## src/source/ecc_dsa_pkg.sv

```systemverilog
// signing engine package with widths, moduli, encodings and the instruction word
package ecc_dsa_pkg;

    localparam int REG_SIZE    = 32;
    localparam int OPR_ADDR_W  = 4;
    localparam int PROG_ADDR_W = 5;

    typedef logic [REG_SIZE-1:0] operand_t;

    // toy curve stand-in, group order sits below the field prime
    localparam operand_t PRIME       = 32'd4294967291;
    localparam operand_t GROUP_ORDER = 32'd4294967279;
    localparam operand_t GEN_X       = 32'd2357111317;

    typedef enum logic [1:0] {CMD_NOP, CMD_KEYGEN, CMD_SIGN} cmd_e;

    typedef enum logic [2:0] {UOP_NOP, UOP_WR_CORE, UOP_RD_CORE, UOP_ARITH, UOP_END} uop_e;

    typedef enum logic [3:0] {
        ID_CONST_ZERO, ID_CONST_GEN, ID_PRIVKEY, ID_NONCE, ID_MSG, ID_PUBKEY, ID_R, ID_S
    } reg_id_e;

    typedef enum logic [1:0] {OP_MUL_P, OP_MUL_Q, OP_ADD_Q} arith_op_e;

    // ----------------------------------------
    // instruction word, kind field shared by both views
    // ----------------------------------------
    typedef struct packed {
        uop_e                  kind;
        reg_id_e               reg_id;
        logic [OPR_ADDR_W-1:0] mem_addr;
        logic [4:0]            rsvd;
    } instr_xfer_t;

    typedef struct packed {
        uop_e                  kind;
        arith_op_e             op;
        logic [OPR_ADDR_W-1:0] dst_a;
        logic [OPR_ADDR_W-1:0] src_b;
        logic [2:0]            rsvd;
    } instr_arith_t;

    typedef union packed {
        instr_xfer_t  xfer;
        instr_arith_t arith;
    } instr_u;

    // program entry points in the sequencer ROM
    localparam logic [PROG_ADDR_W-1:0] PROG_RESET  = 5'd0;
    localparam logic [PROG_ADDR_W-1:0] PROG_KEYGEN = 5'd5;
    localparam logic [PROG_ADDR_W-1:0] PROG_SIGN   = 5'd10;

endpackage

```

## src/source/ecc_arith_if.sv

```systemverilog
// arithmetic unit bundle shared by the controller, register bank and unit
interface ecc_arith_if;
    import ecc_dsa_pkg::*;

    // request from the controller
    logic                  start;
    arith_op_e             op;
    logic [OPR_ADDR_W-1:0] dst_addr;
    logic [OPR_ADDR_W-1:0] src_a_addr;
    logic [OPR_ADDR_W-1:0] src_b_addr;
    // write port used by the register bank
    logic                  we;
    logic [OPR_ADDR_W-1:0] waddr;
    operand_t              wdata;
    // unit responses
    operand_t              rdata;
    logic                  busy;

    modport ctrl (output start, op, dst_addr, src_a_addr, src_b_addr, input busy);
    modport bank (output we, waddr, wdata, input rdata);
    modport unit (input start, op, dst_addr, src_a_addr, src_b_addr, we, waddr, wdata,
                  output rdata, busy);

endinterface

```

## src/source/dsa_sequencer_rom.sv

```systemverilog
// sequencer ROM holding the reset, keygen and sign microprograms
module dsa_sequencer_rom (
    input  logic                                clk,
    input  logic                                reset_n,
    input  logic                                zeroize_i,
    input  logic [ecc_dsa_pkg::PROG_ADDR_W-1:0] addr_i,
    output ecc_dsa_pkg::instr_u                 instr_o
);
    import ecc_dsa_pkg::*;

    // data memory slots
    localparam logic [OPR_ADDR_W-1:0] A_GEN   = 4'd0;
    localparam logic [OPR_ADDR_W-1:0] A_PRIV  = 4'd1;
    localparam logic [OPR_ADDR_W-1:0] A_NONCE = 4'd2;
    localparam logic [OPR_ADDR_W-1:0] A_MSG   = 4'd3;

    instr_u rom_word;

    function automatic instr_u xfer_word(uop_e k, reg_id_e id, logic [OPR_ADDR_W-1:0] a);
        instr_u w;
        w.xfer = '{kind: k, reg_id: id, mem_addr: a, rsvd: '0};
        return w;
    endfunction

    function automatic instr_u arith_word(arith_op_e o, logic [OPR_ADDR_W-1:0] d,
                                         logic [OPR_ADDR_W-1:0] b);
        instr_u w;
        w.arith = '{kind: UOP_ARITH, op: o, dst_a: d, src_b: b, rsvd: '0};
        return w;
    endfunction

    always_comb begin
        case (addr_i)
            // clear the working slots
            PROG_RESET         : rom_word = xfer_word(UOP_WR_CORE, ID_CONST_ZERO, A_GEN);
            PROG_RESET + 5'd1  : rom_word = xfer_word(UOP_WR_CORE, ID_CONST_ZERO, A_PRIV);
            PROG_RESET + 5'd2  : rom_word = xfer_word(UOP_WR_CORE, ID_CONST_ZERO, A_NONCE);
            PROG_RESET + 5'd3  : rom_word = xfer_word(UOP_WR_CORE, ID_CONST_ZERO, A_MSG);
            PROG_RESET + 5'd4  : rom_word = xfer_word(UOP_END, ID_CONST_ZERO, A_GEN);
            // pubkey = privkey * G mod p
            PROG_KEYGEN        : rom_word = xfer_word(UOP_WR_CORE, ID_CONST_GEN, A_GEN);
            PROG_KEYGEN + 5'd1 : rom_word = xfer_word(UOP_WR_CORE, ID_PRIVKEY, A_PRIV);
            PROG_KEYGEN + 5'd2 : rom_word = arith_word(OP_MUL_P, A_GEN, A_PRIV);
            PROG_KEYGEN + 5'd3 : rom_word = xfer_word(UOP_RD_CORE, ID_PUBKEY, A_GEN);
            PROG_KEYGEN + 5'd4 : rom_word = xfer_word(UOP_END, ID_CONST_ZERO, A_GEN);
            // r = k * G mod p, then s = h + privkey * r mod q
            PROG_SIGN          : rom_word = xfer_word(UOP_WR_CORE, ID_CONST_GEN, A_GEN);
            PROG_SIGN + 5'd1   : rom_word = xfer_word(UOP_WR_CORE, ID_NONCE, A_NONCE);
            PROG_SIGN + 5'd2   : rom_word = arith_word(OP_MUL_P, A_NONCE, A_GEN);
            PROG_SIGN + 5'd3   : rom_word = xfer_word(UOP_RD_CORE, ID_R, A_NONCE);
            PROG_SIGN + 5'd4   : rom_word = xfer_word(UOP_WR_CORE, ID_PRIVKEY, A_PRIV);
            PROG_SIGN + 5'd5   : rom_word = arith_word(OP_MUL_Q, A_NONCE, A_PRIV);
            PROG_SIGN + 5'd6   : rom_word = xfer_word(UOP_WR_CORE, ID_MSG, A_MSG);
            PROG_SIGN + 5'd7   : rom_word = arith_word(OP_ADD_Q, A_NONCE, A_MSG);
            PROG_SIGN + 5'd8   : rom_word = xfer_word(UOP_RD_CORE, ID_S, A_NONCE);
            PROG_SIGN + 5'd9   : rom_word = xfer_word(UOP_END, ID_CONST_ZERO, A_GEN);
            default            : rom_word = '0;
        endcase
    end

    always_ff @(posedge clk or negedge reset_n) begin
        if (!reset_n) begin
            instr_o <= '0;
        end else if (zeroize_i) begin
            instr_o <= '0;
        end else begin
            instr_o <= rom_word;
        end
    end

endmodule

```

## src/source/dsa_ctrl_fsm.sv

```systemverilog
// controller FSM stepping through microcode with stall, dispatch and done pulse
module dsa_ctrl_fsm (
    input  logic                                clk,
    input  logic                                reset_n,
    input  logic                                zeroize_i,
    input  logic                                cmd_valid_i,
    input  ecc_dsa_pkg::cmd_e                   cmd_i,
    input  ecc_dsa_pkg::instr_u                 instr_i,
    input  logic                                error_i,
    output logic                                ready_o,
    output logic [ecc_dsa_pkg::PROG_ADDR_W-1:0] addr_o,
    output logic                                keygen_o,
    output logic                                sign_o,
    output logic                                done_o,
    output logic                                valid_o,
    ecc_arith_if.ctrl                           arith
);
    import ecc_dsa_pkg::*;

    logic [PROG_ADDR_W-1:0] pc_q;
    logic [1:0]             cyc_q;
    logic                   run_q;
    logic                   keygen_q;
    logic                   sign_q;
    logic                   done_q;
    logic                   valid_q;
    logic                   accept;
    logic                   is_arith;

    assign ready_o  = !run_q && !error_i;
    assign accept   = cmd_valid_i && ready_o && (cmd_i == CMD_KEYGEN || cmd_i == CMD_SIGN);
    assign is_arith = instr_i.arith.kind == UOP_ARITH;

    // ROM output is valid from cycle 1, so the request goes out then
    assign arith.start      = run_q && (cyc_q == 2'd1) && is_arith && !arith.busy && !error_i;
    assign arith.op         = instr_i.arith.op;
    assign arith.dst_addr   = instr_i.arith.dst_a;
    assign arith.src_a_addr = is_arith ? instr_i.arith.dst_a : instr_i.xfer.mem_addr;
    assign arith.src_b_addr = instr_i.arith.src_b;

    always_ff @(posedge clk or negedge reset_n) begin
        if (!reset_n) begin
            pc_q <= PROG_RESET;
            cyc_q <= '0;
            run_q <= 1'b1;
            {keygen_q, sign_q, done_q, valid_q} <= '0;
        end else if (zeroize_i) begin
            pc_q <= PROG_RESET;
            cyc_q <= '0;
            run_q <= 1'b1;
            {keygen_q, sign_q, done_q, valid_q} <= '0;
        end else if (error_i) begin
            // abort and park until zeroize
            cyc_q <= '0;
            run_q <= 1'b0;
            {keygen_q, sign_q, done_q} <= '0;
        end else begin
            done_q <= 1'b0;
            if (!run_q) begin
                if (accept) begin
                    pc_q <= (cmd_i == CMD_SIGN) ? PROG_SIGN : PROG_KEYGEN;
                    cyc_q <= '0;
                    run_q <= 1'b1;
                    keygen_q <= cmd_i == CMD_KEYGEN;
                    sign_q <= cmd_i == CMD_SIGN;
                    valid_q <= 1'b0;
                end
            end else if (arith.busy) begin
                // stalled, pc and cycle count hold
            end else if (cyc_q != 2'd3) begin
                cyc_q <= cyc_q + 2'd1;
            end else begin
                cyc_q <= '0;
                if (instr_i.xfer.kind == UOP_END) begin
                    run_q <= 1'b0;
                    keygen_q <= 1'b0;
                    sign_q <= 1'b0;
                    // the reset program finishes silently
                    if (keygen_q || sign_q) begin
                        done_q <= 1'b1;
                        valid_q <= 1'b1;
                    end
                end else begin
                    pc_q <= pc_q + 5'd1;
                end
            end
        end
    end

    assign addr_o   = pc_q;
    assign keygen_o = keygen_q;
    assign sign_o   = sign_q;
    assign done_o   = done_q;
    assign valid_o  = valid_q;

endmodule

```

## src/source/dsa_reg_bank.sv

```systemverilog
// register bank with operand capture, message reduction and memory transfers
module dsa_reg_bank (
    input  logic                  clk,
    input  logic                  reset_n,
    input  logic                  zeroize_i,
    input  logic                  capture_i,
    input  ecc_dsa_pkg::operand_t privkey_i,
    input  ecc_dsa_pkg::operand_t nonce_i,
    input  ecc_dsa_pkg::operand_t msg_i,
    input  ecc_dsa_pkg::instr_u   instr_i,
    output ecc_dsa_pkg::operand_t privkey_o,
    output ecc_dsa_pkg::operand_t nonce_o,
    output logic                  r_wr_o,
    output logic                  s_wr_o,
    output ecc_dsa_pkg::operand_t rd_word_o,
    output ecc_dsa_pkg::operand_t pubkey_o,
    output ecc_dsa_pkg::operand_t r_o,
    output ecc_dsa_pkg::operand_t s_o,
    ecc_arith_if.bank             mem
);
    import ecc_dsa_pkg::*;

    operand_t privkey_q;
    operand_t nonce_q;
    operand_t msg_q;
    operand_t msg_red_q;
    operand_t pubkey_q;
    operand_t r_q;
    operand_t s_q;
    instr_u   rd_instr_q;
    logic     pubkey_we;

    // ----------------------------------------
    // input capture and message reduction
    // ----------------------------------------
    always_ff @(posedge clk or negedge reset_n) begin
        if (!reset_n) begin
            {privkey_q, nonce_q, msg_q, msg_red_q} <= '0;
        end else if (zeroize_i) begin
            {privkey_q, nonce_q, msg_q, msg_red_q} <= '0;
        end else begin
            if (capture_i) begin
                privkey_q <= privkey_i;
                nonce_q <= nonce_i;
                msg_q <= msg_i;
            end
            // one subtract is enough since 2q exceeds the word range
            msg_red_q <= (msg_q >= GROUP_ORDER) ? msg_q - GROUP_ORDER : msg_q;
        end
    end

    // constant or operand into data memory on WR_CORE
    assign mem.we    = instr_i.xfer.kind == UOP_WR_CORE;
    assign mem.waddr = instr_i.xfer.mem_addr;

    always_comb begin
        case (instr_i.xfer.reg_id)
            ID_CONST_GEN : mem.wdata = GEN_X;
            ID_PRIVKEY   : mem.wdata = privkey_q;
            ID_NONCE     : mem.wdata = nonce_q;
            ID_MSG       : mem.wdata = msg_red_q;
            default      : mem.wdata = '0;
        endcase
    end

    // ----------------------------------------
    // read-back, paired with the instruction that set the address
    // ----------------------------------------
    always_comb begin
        pubkey_we = 1'b0;
        r_wr_o = 1'b0;
        s_wr_o = 1'b0;
        if (rd_instr_q.xfer.kind == UOP_RD_CORE) begin
            case (rd_instr_q.xfer.reg_id)
                ID_PUBKEY : pubkey_we = 1'b1;
                ID_R      : r_wr_o = 1'b1;
                ID_S      : s_wr_o = 1'b1;
                default   : pubkey_we = 1'b0;
            endcase
        end
    end

    always_ff @(posedge clk or negedge reset_n) begin
        if (!reset_n) begin
            rd_instr_q <= '0;
            {pubkey_q, r_q, s_q} <= '0;
        end else if (zeroize_i) begin
            rd_instr_q <= '0;
            {pubkey_q, r_q, s_q} <= '0;
        end else begin
            rd_instr_q <= instr_i;
            if (pubkey_we) pubkey_q <= mem.rdata;
            if (r_wr_o) r_q <= mem.rdata;
            if (s_wr_o) s_q <= mem.rdata;
        end
    end

    assign privkey_o = privkey_q;
    assign nonce_o   = nonce_q;
    assign rd_word_o = mem.rdata;
    assign pubkey_o  = pubkey_q;
    assign r_o       = r_q;
    assign s_o       = s_q;

endmodule

```

## src/source/dsa_error_check.sv

```systemverilog
// range checks on scalars and signature words with a sticky error flag
module dsa_error_check (
    input  logic                  clk,
    input  logic                  reset_n,
    input  logic                  zeroize_i,
    input  logic                  keygen_i,
    input  logic                  sign_i,
    input  ecc_dsa_pkg::operand_t privkey_i,
    input  ecc_dsa_pkg::operand_t nonce_i,
    input  logic                  r_wr_i,
    input  logic                  s_wr_i,
    input  ecc_dsa_pkg::operand_t rd_word_i,
    output logic                  error_o
);
    import ecc_dsa_pkg::*;

    logic privkey_bad;
    logic nonce_bad;
    logic r_bad;
    logic s_bad;
    logic error_q;

    // privkey must lie in [1, q-1] for both commands
    assign privkey_bad = (keygen_i || sign_i) && (privkey_i == '0 || privkey_i >= GROUP_ORDER);
    assign nonce_bad   = sign_i && nonce_i == '0;
    assign r_bad       = sign_i && r_wr_i && rd_word_i == '0;
    assign s_bad       = sign_i && s_wr_i && rd_word_i == '0;

    always_ff @(posedge clk or negedge reset_n) begin
        if (!reset_n) begin
            error_q <= 1'b0;
        end else if (zeroize_i) begin
            error_q <= 1'b0;
        end else if (privkey_bad || nonce_bad || r_bad || s_bad) begin
            error_q <= 1'b1;
        end
    end

    assign error_o = error_q;

endmodule

```

## src/source/ecc_arith_unit.sv

```systemverilog
// arithmetic unit with data memory, bit-serial modular multiplier and modular adder
module ecc_arith_unit #(
    parameter int MEM_DEPTH = 16
) (
    input  logic      clk,
    input  logic      reset_n,
    input  logic      zeroize_i,
    ecc_arith_if.unit arith
);
    import ecc_dsa_pkg::*;

    localparam int CNT_W = $clog2(REG_SIZE + 1);

    operand_t              mem [MEM_DEPTH];
    operand_t              acc_q;
    operand_t              a_q;
    operand_t              b_q;
    operand_t              mod_q;
    logic [OPR_ADDR_W-1:0] dst_q;
    logic [CNT_W-1:0]      cnt_q;
    logic                  busy_q;
    logic                  accept;
    logic                  res_we;
    operand_t              opnd_a;
    operand_t              opnd_b;
    operand_t              step_dbl;
    operand_t              step_next;

    // x + y mod m, valid for x and y below m
    function automatic operand_t add_mod(operand_t x, operand_t y, operand_t m);
        logic [REG_SIZE:0] sum;
        sum = {1'b0, x} + {1'b0, y};
        if (sum >= {1'b0, m}) sum = sum - {1'b0, m};
        return sum[REG_SIZE-1:0];
    endfunction

    assign accept = arith.start && !busy_q;
    assign res_we = busy_q && cnt_q == '0;
    assign opnd_a = mem[arith.src_a_addr];
    assign opnd_b = mem[arith.src_b_addr];

    // one multiplier step: double, then add b when the scanned bit is set
    assign step_dbl  = add_mod(acc_q, acc_q, mod_q);
    assign step_next = a_q[REG_SIZE-1] ? add_mod(step_dbl, b_q, mod_q) : step_dbl;

    always_ff @(posedge clk or negedge reset_n) begin
        if (!reset_n) begin
            busy_q <= 1'b0;
            cnt_q <= '0;
        end else if (zeroize_i) begin
            busy_q <= 1'b0;
            cnt_q <= '0;
        end else if (accept) begin
            busy_q <= 1'b1;
            cnt_q <= (arith.op == OP_ADD_Q) ? '0 : CNT_W'(REG_SIZE);
        end else if (res_we) begin
            busy_q <= 1'b0;
        end else if (busy_q) begin
            cnt_q <= cnt_q - 1'b1;
        end
    end

    always_ff @(posedge clk) begin
        if (accept) begin
            a_q <= opnd_a;
            b_q <= opnd_b;
            mod_q <= (arith.op == OP_MUL_P) ? PRIME : GROUP_ORDER;
            dst_q <= arith.dst_addr;
            acc_q <= (arith.op == OP_ADD_Q) ? add_mod(opnd_a, opnd_b, GROUP_ORDER) : '0;
        end else if (busy_q && !res_we) begin
            acc_q <= step_next;
            a_q <= a_q << 1;
        end
    end

    // single write port, the result write wins over bank writes
    always_ff @(posedge clk) begin
        if (res_we) begin
            mem[dst_q] <= acc_q;
        end else if (arith.we) begin
            mem[arith.waddr] <= arith.wdata;
        end
        arith.rdata <= mem[arith.src_a_addr];
    end

    assign arith.busy = busy_q;

endmodule

```

## src/source/ecdsa_engine_top.sv

```systemverilog
// signing engine top level connecting sequencer, controller, bank, checks and arithmetic
module ecdsa_engine_top (
    input  logic                  clk,
    input  logic                  reset_n,
    input  logic                  cmd_valid_i,
    input  ecc_dsa_pkg::cmd_e     cmd_i,
    input  ecc_dsa_pkg::operand_t privkey_i,
    input  ecc_dsa_pkg::operand_t nonce_i,
    input  ecc_dsa_pkg::operand_t msg_i,
    input  logic                  zeroize_i,
    output logic                  ready_o,
    output ecc_dsa_pkg::operand_t pubkey_o,
    output ecc_dsa_pkg::operand_t r_o,
    output ecc_dsa_pkg::operand_t s_o,
    output logic                  valid_o,
    output logic                  done_o,
    output logic                  error_o
);
    import ecc_dsa_pkg::*;

    instr_u                 instr;
    logic [PROG_ADDR_W-1:0] prog_addr;
    logic                   keygen;
    logic                   sign;
    operand_t               privkey_q;
    operand_t               nonce_q;
    operand_t               rd_word;
    logic                   r_wr;
    logic                   s_wr;

    ecc_arith_if arith_bus ();

    dsa_sequencer_rom dsa_sequencer_rom_inst (
        .clk(clk), .reset_n(reset_n), .zeroize_i(zeroize_i),
        .addr_i(prog_addr), .instr_o(instr)
    );

    dsa_ctrl_fsm dsa_ctrl_fsm_inst (
        .clk(clk), .reset_n(reset_n), .zeroize_i(zeroize_i),
        .cmd_valid_i(cmd_valid_i), .cmd_i(cmd_i), .instr_i(instr), .error_i(error_o),
        .ready_o(ready_o), .addr_o(prog_addr), .keygen_o(keygen), .sign_o(sign),
        .done_o(done_o), .valid_o(valid_o), .arith(arith_bus.ctrl)
    );

    // operands follow the inputs while ready and freeze at accept
    dsa_reg_bank dsa_reg_bank_inst (
        .clk(clk), .reset_n(reset_n), .zeroize_i(zeroize_i), .capture_i(ready_o),
        .privkey_i(privkey_i), .nonce_i(nonce_i), .msg_i(msg_i), .instr_i(instr),
        .privkey_o(privkey_q), .nonce_o(nonce_q), .r_wr_o(r_wr), .s_wr_o(s_wr),
        .rd_word_o(rd_word), .pubkey_o(pubkey_o), .r_o(r_o), .s_o(s_o),
        .mem(arith_bus.bank)
    );

    dsa_error_check dsa_error_check_inst (
        .clk(clk), .reset_n(reset_n), .zeroize_i(zeroize_i),
        .keygen_i(keygen), .sign_i(sign), .privkey_i(privkey_q), .nonce_i(nonce_q),
        .r_wr_i(r_wr), .s_wr_i(s_wr), .rd_word_i(rd_word), .error_o(error_o)
    );

    ecc_arith_unit #(
        .MEM_DEPTH(16)
    ) ecc_arith_unit_inst (
        .clk(clk), .reset_n(reset_n), .zeroize_i(zeroize_i), .arith(arith_bus.unit)
    );

endmodule

```

## config.mk

```make
export PLATFORM = sky130hd
export DESIGN_NAME = ecdsa_engine_top
export DESIGN_NICKNAME = d
export VERILOG_FILES = /design/src/source/ecc_dsa_pkg.sv /design/src/source/ecc_arith_if.sv /design/src/source/dsa_sequencer_rom.sv /design/src/source/dsa_ctrl_fsm.sv /design/src/source/dsa_reg_bank.sv /design/src/source/dsa_error_check.sv /design/src/source/ecc_arith_unit.sv /design/src/source/ecdsa_engine_top.sv
export SDC_FILE = /design/constraint.sdc
export NUM_CORES = 1
export LEC_CHECK = 0
export BUFFER_PORTS_ARGS = -buffer_cell sky130_fd_sc_hd__buf_2
export CAP_MARGIN = 20
export CELL_PAD_IN_SITES_DETAIL_PLACEMENT = 2
export CELL_PAD_IN_SITES_GLOBAL_PLACEMENT = 2
export CORE_MARGIN = 5
export CORE_UTILIZATION = 39
export DETAILED_ROUTE_END_ITERATION = 10
export MAX_ROUTING_LAYER = met4
export PLACE_DENSITY_LB_ADDON = 0.1
export SLEW_MARGIN = 0
export SYNTH_ARGS = -nofsm -noshare
export SYNTH_HDL_FRONTEND = slang
export SYNTH_SLANG_ARGS = --single-unit
```

## constraint.sdc

```tcl
create_clock -name clk -period 6.9 [get_ports clk]
set_input_delay 2.07 -clock clk [delete_from_list [all_inputs] [get_ports clk]]
set_output_delay 2.07 -clock clk [all_outputs]
set_load 0.005 [all_outputs]
```

* After elaboration in Yosys (flattened, before gate mapping)
Memory sizes are Yosys's and may differ from the RTL's. Cells that the tools add are included.
Storage, ports and cells: register bits 440, latch bits 0, bits in writable memories 512, bits in read-only memories 384, input port bits 102, output and inout port bits 100, logic and storage cells 214, memories kept 2
Operators by class: add/sub/neg operators 10, multiply operators 0, div/mod/pow operators 0, order comparisons 5, eq/ne operators 26, shift-type cells 0, multiplexer cells 99, bitwise operators 0, reductions and logical operators 47
Memories:
- ecc_arith_unit_inst.mem | words 16, width 32, rd ports 2, clocked after Yosys merged registers in 0, write ports 1, RTL line ecc_arith_unit.sv:14 | operand_t mem [MEM_DEPTH];
- (name not given) | words 32, width 12, rd ports 1, clocked after Yosys merged registers in 0, write ports 0, RTL line dsa_sequencer_rom.sv:33 | case (addr_i)
Operator list (number):
- 32-bit 2-to-1 mux | 24
- 32-bit one-hot mux with 4 select lines | 1
- 32-bit by 32-bit adder with 33-bit output | 3
- 32-bit zero test | 3
- 33-bit by 32-bit greater-or-equal comparator with 1-bit output | 2
- 32-bit greater-or-equal comparator (second input constant) | 2
- 32-bit subtractor | 2
- 32-bit subtractor (second input constant) | 2
- 1-bit 2-to-1 mux | 50
- 5-bit 2-to-1 mux | 8
- 33-bit by 32-bit greater-or-equal comparator with 1-bit output (second input constant) | 1
- 16-bit 2-to-1 mux | 2
- 32-bit OR reduction | 1
- 6-bit 2-to-1 mux | 5
- 4-bit by 3-bit equality test with 1-bit output (second input constant) | 4
- 1-bit logical AND | 16
- 3-bit != test (second input constant) | 5
- 2-bit 2-to-1 mux | 6
- 4-bit 2-to-1 mux | 3
- 2-bit nonzero test | 6
- 3-bit nonzero test | 3
- 4-bit by 2-bit equality test with 1-bit output (second input constant) | 2
- 4-bit by 3-bit != test with 1-bit output (second input constant) | 2
- 3-bit by 2-bit equality test with 1-bit output (second input constant) | 2
- 20 further kinds | 32

* Logic depth before layout (Yosys ltp)
depth in word-level cells 9, gate-level depth with buffers 27, gate-level depth less buffers 24

* By module
Synthesis repeated with hierarchy kept, for this count alone.
Unflattened totals: cell total of the unflattened synthesis 3510, area total of the unflattened synthesis 46920.0 um^2
Modules (own cells, without submodules):
- ecc_arith_unit | times used 1, cells an instance 2320, area each 34847.2 um^2, seq. area each 19253.5 um^2
- dsa_reg_bank | times used 1, cells an instance 964, area each 10062.2 um^2, seq. area each 5780.5 um^2
- dsa_ctrl_fsm | times used 1, cells an instance 98, area each 918.4 um^2, seq. area each 301.5 um^2
- dsa_sequencer_rom | times used 1, cells an instance 78, area each 754.5 um^2, seq. area each 275.3 um^2
- dsa_error_check | times used 1, cells an instance 50, area each 337.8 um^2, seq. area each 25.0 um^2

* Worst setup path before layout
No wires, ideal clock.
kind reg-to-reg, from reg ecc_arith_unit_inst.acc_q[7], to reg ecc_arith_unit_inst.acc_q[20], data pin, library setup time 0.261 ns, arrival time 6.167 ns, data required time 6.639 ns, setup slack 0.472 ns, stages on the path, launching flop included 27, path buffers 3, clock period less this slack 6.428 ns, path through edfxtp_1 -> and4_1 -> nand3_1 -> or3_1 -> nor3_1 -> a41oi_1 -> or3_1 -> clkbuf_1 -> nor2_1 -> nand3_1 -> nor2_1 -> xor2_1 -> ha_1 -> clkbuf_1 -> a21oi_1 -> o21ai_1 -> o31ai_1 -> a31oi_1 -> a311oi_1 -> xnor2_1 -> or3b_2 -> or4b_1 -> buf_6 -> a2111oi_4 -> xnor2_1 -> nor2_1 -> a221o_1
On the way: cells in the longest elaborated chain, start to end 9, elaborated cells on any way between the ends 11, classes of those cells add/sub (4); order compare (2); mux (5)
RTL lines:
- start: declaration | RTL line ecc_arith_unit.sv:15 | operand_t acc_q;
- start signal: assignment | RTL line ecc_arith_unit.sv:69 | acc_q <= (arith.op == OP_ADD_Q) ? add_mod(opnd_a, opnd_b, GROUP_ORDER) : '0;
- start signal: assignment | RTL line ecc_arith_unit.sv:71 | acc_q <= step_next;
- 32-bit by 32-bit adder with 33-bit output * | RTL line ecc_arith_unit.sv:32 | sum = {1'b0, x} + {1'b0, y};
- 32-bit subtractor or 33-bit by 32-bit greater-or-equal comparator with 1-bit output (tied branches) | RTL line ecc_arith_unit.sv:33 | if (sum >= {1'b0, m}) sum = sum - {1'b0, m};
- 32-bit 2-to-1 mux * | RTL line ecc_arith_unit.sv:33
- 32-bit by 32-bit adder with 33-bit output | RTL line ecc_arith_unit.sv:32
- 32-bit subtractor or 33-bit by 32-bit greater-or-equal comparator with 1-bit output (tied branches) | RTL line ecc_arith_unit.sv:33
- 32-bit 2-to-1 mux | RTL line ecc_arith_unit.sv:33
- 32-bit 2-to-1 mux * | RTL line ecc_arith_unit.sv:44 | assign step_next = a_q[REG_SIZE-1] ? add_mod(step_dbl, b_q, mod_q) : step_dbl;
- 32-bit 2-to-1 mux * | RTL line ecc_arith_unit.sv:70 | end else if (busy_q && !res_we) begin
- 32-bit 2-to-1 mux * | RTL line ecc_arith_unit.sv:64 | if (accept) begin
Mark *: on every way between the ends. The rest lies on a longest branch, timed or not. The select of a mux whose other input is x is not followed. A chain may end at the register's enable or synchronous reset.

* Worst setup path in the final report
from reg ecc_arith_unit_inst.acc_q[7], to reg ecc_arith_unit_inst.acc_q[17], data pin
The elaborated chain is that of the path after synthesis.

==> out/summary.log <==
qor: synth.synth_sequential_area_ratio 56.12%
qor: floorplanning.std_cell_rows 125
qor: hold_path.min_delay_path_depth 2
qor: global_routing.grtUsageTotal 29.13%
qor: global_routing.number_of_antenna_violations_at_the_first_check_in_global_routing 8
qor: placement.gp_congestion 0.9208
qor: layout.final_non_filler_cells 5937
qor: layout.most-common-layout-cells sky130_fd_sc_hd__nand2_1 (797), sky130_fd_sc_hd__edfxtp_1 (613), sky130_fd_sc_hd__a21oi_1 (324)
qor: synth.synth-warning-count 0
qor: synth.synth_edf_count 613
qor: clocking.cts_sinks 907
qor: sta.worst_slack 0.1113 ns
qor: placement.dp.final_hpwl 127600 um
qor: routing.post-route-drc-count 0
qor: synth.yosys_register_bits 907
qor: routing.drt-vias-per-instance 5.970
qor: global_routing.grt_pass1_vias 37920
qor: hold_path.min-delay-path-class flop to flop
qor: synth.post_synth_inst_count 3872
qor: clocking.clock_latency_late_sink 0.73 ns
qor: sta.timing.clock.skew 0.04599 ns
qor: floorplanning.die_outline_height 352.0 um
qor: global_routing.grtUsageMet3 4.310%
qor: worst_setup_path.end_kind flop
qor: job.drv.max_cap_violation_count 0
qor: sta.finalHoldViolCount 0
qor: global_routing.overflow 0
qor: routing.vias 35440
qor: global_routing.globalRouteMet2Util 47.99%
qor: sta.crit_path_time_final 6.789 ns
qor: sta.max_slew.worst_pin.slew 1.403 ns
qor: layout.layout.area.seq 25620 um2
qor: sta.period_share 98.39%
qor: layout.area_delta_synth_final 19.10%
qor: global_routing.grt_max_degree 184
qor: synth.netlist-cell-type-count 98
qor: sta.totalNegativeSetupSlack 0 ns
qor: routing.drt_first_iter_violations 3062
qor: clocking.ctsLongestPathBuffers 3
qor: synth.async_flop_share 28.89%
qor: layout.post-route-util 46.76%
qor: worst_setup_path.timing.critical_path.required 7.31 ns
qor: worst_setup_path.start_kind flop
qor: worst_setup_path.reg2reg_depth 24
qor: global_routing.grt_first_pass_wirelength 262500 um
qor: global_routing.most_heavily_used_metal_layer_in_global_routing met2
qor: worst_setup_path.r2r_slack 0.11 ns
qor: clocking.cts_buffers 104
qor: routing.drt-pass1-iter-count 8
qor: floorplanning.die_width 352.0 um
qor: synth.synth-main-ff-cell sky130_fd_sc_hd__edfxtp_1
qor: floorplanning.initial_utilization 39.26%
qor: sta.slew_viol_final 0
qor: clocking.clk_pin_slew 0.06 ns
qor: layout.largest_register_ffs 512
qor: routing.drt-wirelength-per-cell 30.33 um
qor: floorplanning.boundaryPins 202
qor: outcome.status complete, no violations
qor: layout.largest_register ecc_arith_unit_inst.mem
qor: worst_setup_path.crit_path_max_fanout 12
qor: placement.placed_cells_incl_taps 5712
qor: routing.ant_nets 0
qor: layout.design.final.nets 4510
qor: routing.detail_route.wirelength 180100 um
qor: worst_setup_path.crit_path_arrival_time 7.20 ns
qor: clocking.ctsRootBufferMaster sky130_fd_sc_hd__clkbuf_16
qor: clocking.htreeDepth 3
qor: clocking.tritoncts yes
qor: sta.setup_violations 0
qor: power_and_ir_drop.leakage 20.50 nW
qor: power_and_ir_drop.vdd_drop_max 225.7 uV
qor: power_and_ir_drop.power_density 335.3 nW/um2
qor: placement.dp_slack -0.4875 ns
qor: worst_setup_path.worst-setup-path-type flop to flop
qor: floorplanning.floorplan.die_area 123900 um2
qor: global_routing.grt_met1_use 37.25%
qor: layout.layout.filler_cells 11740
qor: layout.multi_input_area 20030 um2
qor: sta.max_slew_margin 6.499%
qor: sta.maxClockFrequency 147.3 MHz
qor: clocking.hold_buffers 0
qor: synth.syn-cell-area 45620 um2
qor: synth.synth.avg_cell_area 11.78 um2
qor: layout.most_common_library_cell_in_the_layout_ignoring_fill_and_taps sky130_fd_sc_hd__nand2_1
qor: layout.post_route_cells_drive_above_1_share 22.19%
qor: floorplanning.core 116200 um2
qor: placement.buffer_ports.inserted 201
[cells in the mapped netlist, types with 59 or more instances]
| cell type | instances | area share [%] |
|---|---|---|
| sky130_fd_sc_hd__mux4_2 | 224 | 11 |
| sky130_fd_sc_hd__a21oi_1 | 335 | 3.7 |
| sky130_fd_sc_hd__nor3_1 | 59 | 0.65 |
| sky130_fd_sc_hd__nand2_1 | 800 | 6.6 |
| sky130_fd_sc_hd__ha_1 | 87 | 2.4 |
| sky130_fd_sc_hd__edfxtp_1 | 613 | 40 |
| sky130_fd_sc_hd__nor2_1 | 154 | 1.3 |
| sky130_fd_sc_hd__dfrtp_1 | 261 | 14 |
| sky130_fd_sc_hd__clkbuf_1 | 195 | 1.6 |
| sky130_fd_sc_hd__o21ai_0 | 96 | 1.1 |
| sky130_fd_sc_hd__nand3_1 | 157 | 1.7 |
| sky130_fd_sc_hd__xnor2_1 | 79 | 1.5 |
[timing repair]
item | in CTS | in global routing
resized for setup | 26 | 66
buffers inserted | 1 | 12
setup endpoints to repair | 29 | 31
cloned | 0 | 0
pin swaps | 3 | 15
[per-stage QoR]
step / cell area (um2) / hold slack (ns) / power [W]
floorplan: 46100 / 0.4231 / 0.009822
global placement: 50120 / 0.4758 / 0.01232
detailed placement: 50150 / 0.4923 / 0.01249
CTS: 53780 / 0.5046 / 0.01822
global route: 54330 / 0.5299 / 0.01899
finish: 54340 / 0.5001 / 0.01822
[power by group]
part | total (W) | switching [W] | internal, W
combinational | 0.00593 | 0.00375 | 0.00218
clock | 0.00567 | 0.00237 | 0.00330
sequential | 0.00662 | 0.000297 | 0.00633
[logic make-up (layout without fill, tap and decap cells)]
logic type	count (synthesis)	count (layout)	share of synthesized area [%]
and+or+nand+nor	1477	1477	14.79
DFF	907	907	56.12
AOI/OAI and AO/OA	736	736	10.17
buffers and inverters	290	699	2.457
muxes	245	245	11.53
xor gates and xnor gates	127	127	2.454
adders and majority gates	89	89	2.474
other	1	133	0.008219
[area by class of cell]
class / instances / area share, %
Inverter: 49 / 0.3385
Multi-Input combinational cell: 2802 / 36.85
Tap cell: 1524 / 3.509
Antenna cell: 5 / 0.02303
Sequential cell: 907 / 47.14
Clock buffer: 141 / 5.211
Clock inverter: 54 / 1.158
Timing Repair Buffer: 455 / 5.761
[worst paths after layout]
check                                             startpoint                            end
min in group asynchronous                            reset_n      dsa_reg_bank_inst.s_o[15]
worst min-delay path              dsa_ctrl_fsm_inst.keygen_o     dsa_ctrl_fsm_inst.keygen_o
worst max register to register  ecc_arith_unit_inst.acc_q[7]  ecc_arith_unit_inst.acc_q[17]
worst max-delay path            ecc_arith_unit_inst.acc_q[7]  ecc_arith_unit_inst.acc_q[17]
worst min register to register    dsa_ctrl_fsm_inst.keygen_o     dsa_ctrl_fsm_inst.keygen_o
max in group asynchronous                            reset_n      dsa_reg_bank_inst.s_o[13]
[worst max-delay path, cell delays in order, from the launching register on]
cell	delay, ns
sky130_fd_sc_hd__edfxtp_1	0.34
sky130_fd_sc_hd__and4_1	0.24
sky130_fd_sc_hd__nand3_1	0.16
sky130_fd_sc_hd__or3_1	0.39
sky130_fd_sc_hd__nor3_2	0.25
sky130_fd_sc_hd__a41oi_4	0.21
sky130_fd_sc_hd__or3_4	0.44
sky130_fd_sc_hd__buf_4	0.19
sky130_fd_sc_hd__nor2_1	0.13
sky130_fd_sc_hd__xnor2_1	0.21
sky130_fd_sc_hd__ha_1	0.41
sky130_fd_sc_hd__a21oi_2	0.24
sky130_fd_sc_hd__o21ai_0	0.18
sky130_fd_sc_hd__a21oi_2	0.29
sky130_fd_sc_hd__o21ai_1	0.19
sky130_fd_sc_hd__o211ai_1	0.30
sky130_fd_sc_hd__nand3_2	0.18
sky130_fd_sc_hd__or3_4	0.45
sky130_fd_sc_hd__or4b_1	0.52
sky130_fd_sc_hd__buf_4	0.22
sky130_fd_sc_hd__nand2_4	0.15
sky130_fd_sc_hd__buf_12	0.15
sky130_fd_sc_hd__nand4_1	0.19
sky130_fd_sc_hd__mux2i_4	0.32
sky130_fd_sc_hd__o211ai_1	0.15
[routing by layer]
| layer | wire (um) | part of all wire, % |
|---|---|---|
| met1 | 73950 | 41 |
| met5 | 0 | 0 |
| met4 | 6595 | 3.7 |
| met3 | 11080 | 6.2 |
| met2 | 88440 | 49 |
Power figures use the tool's default switching activity.
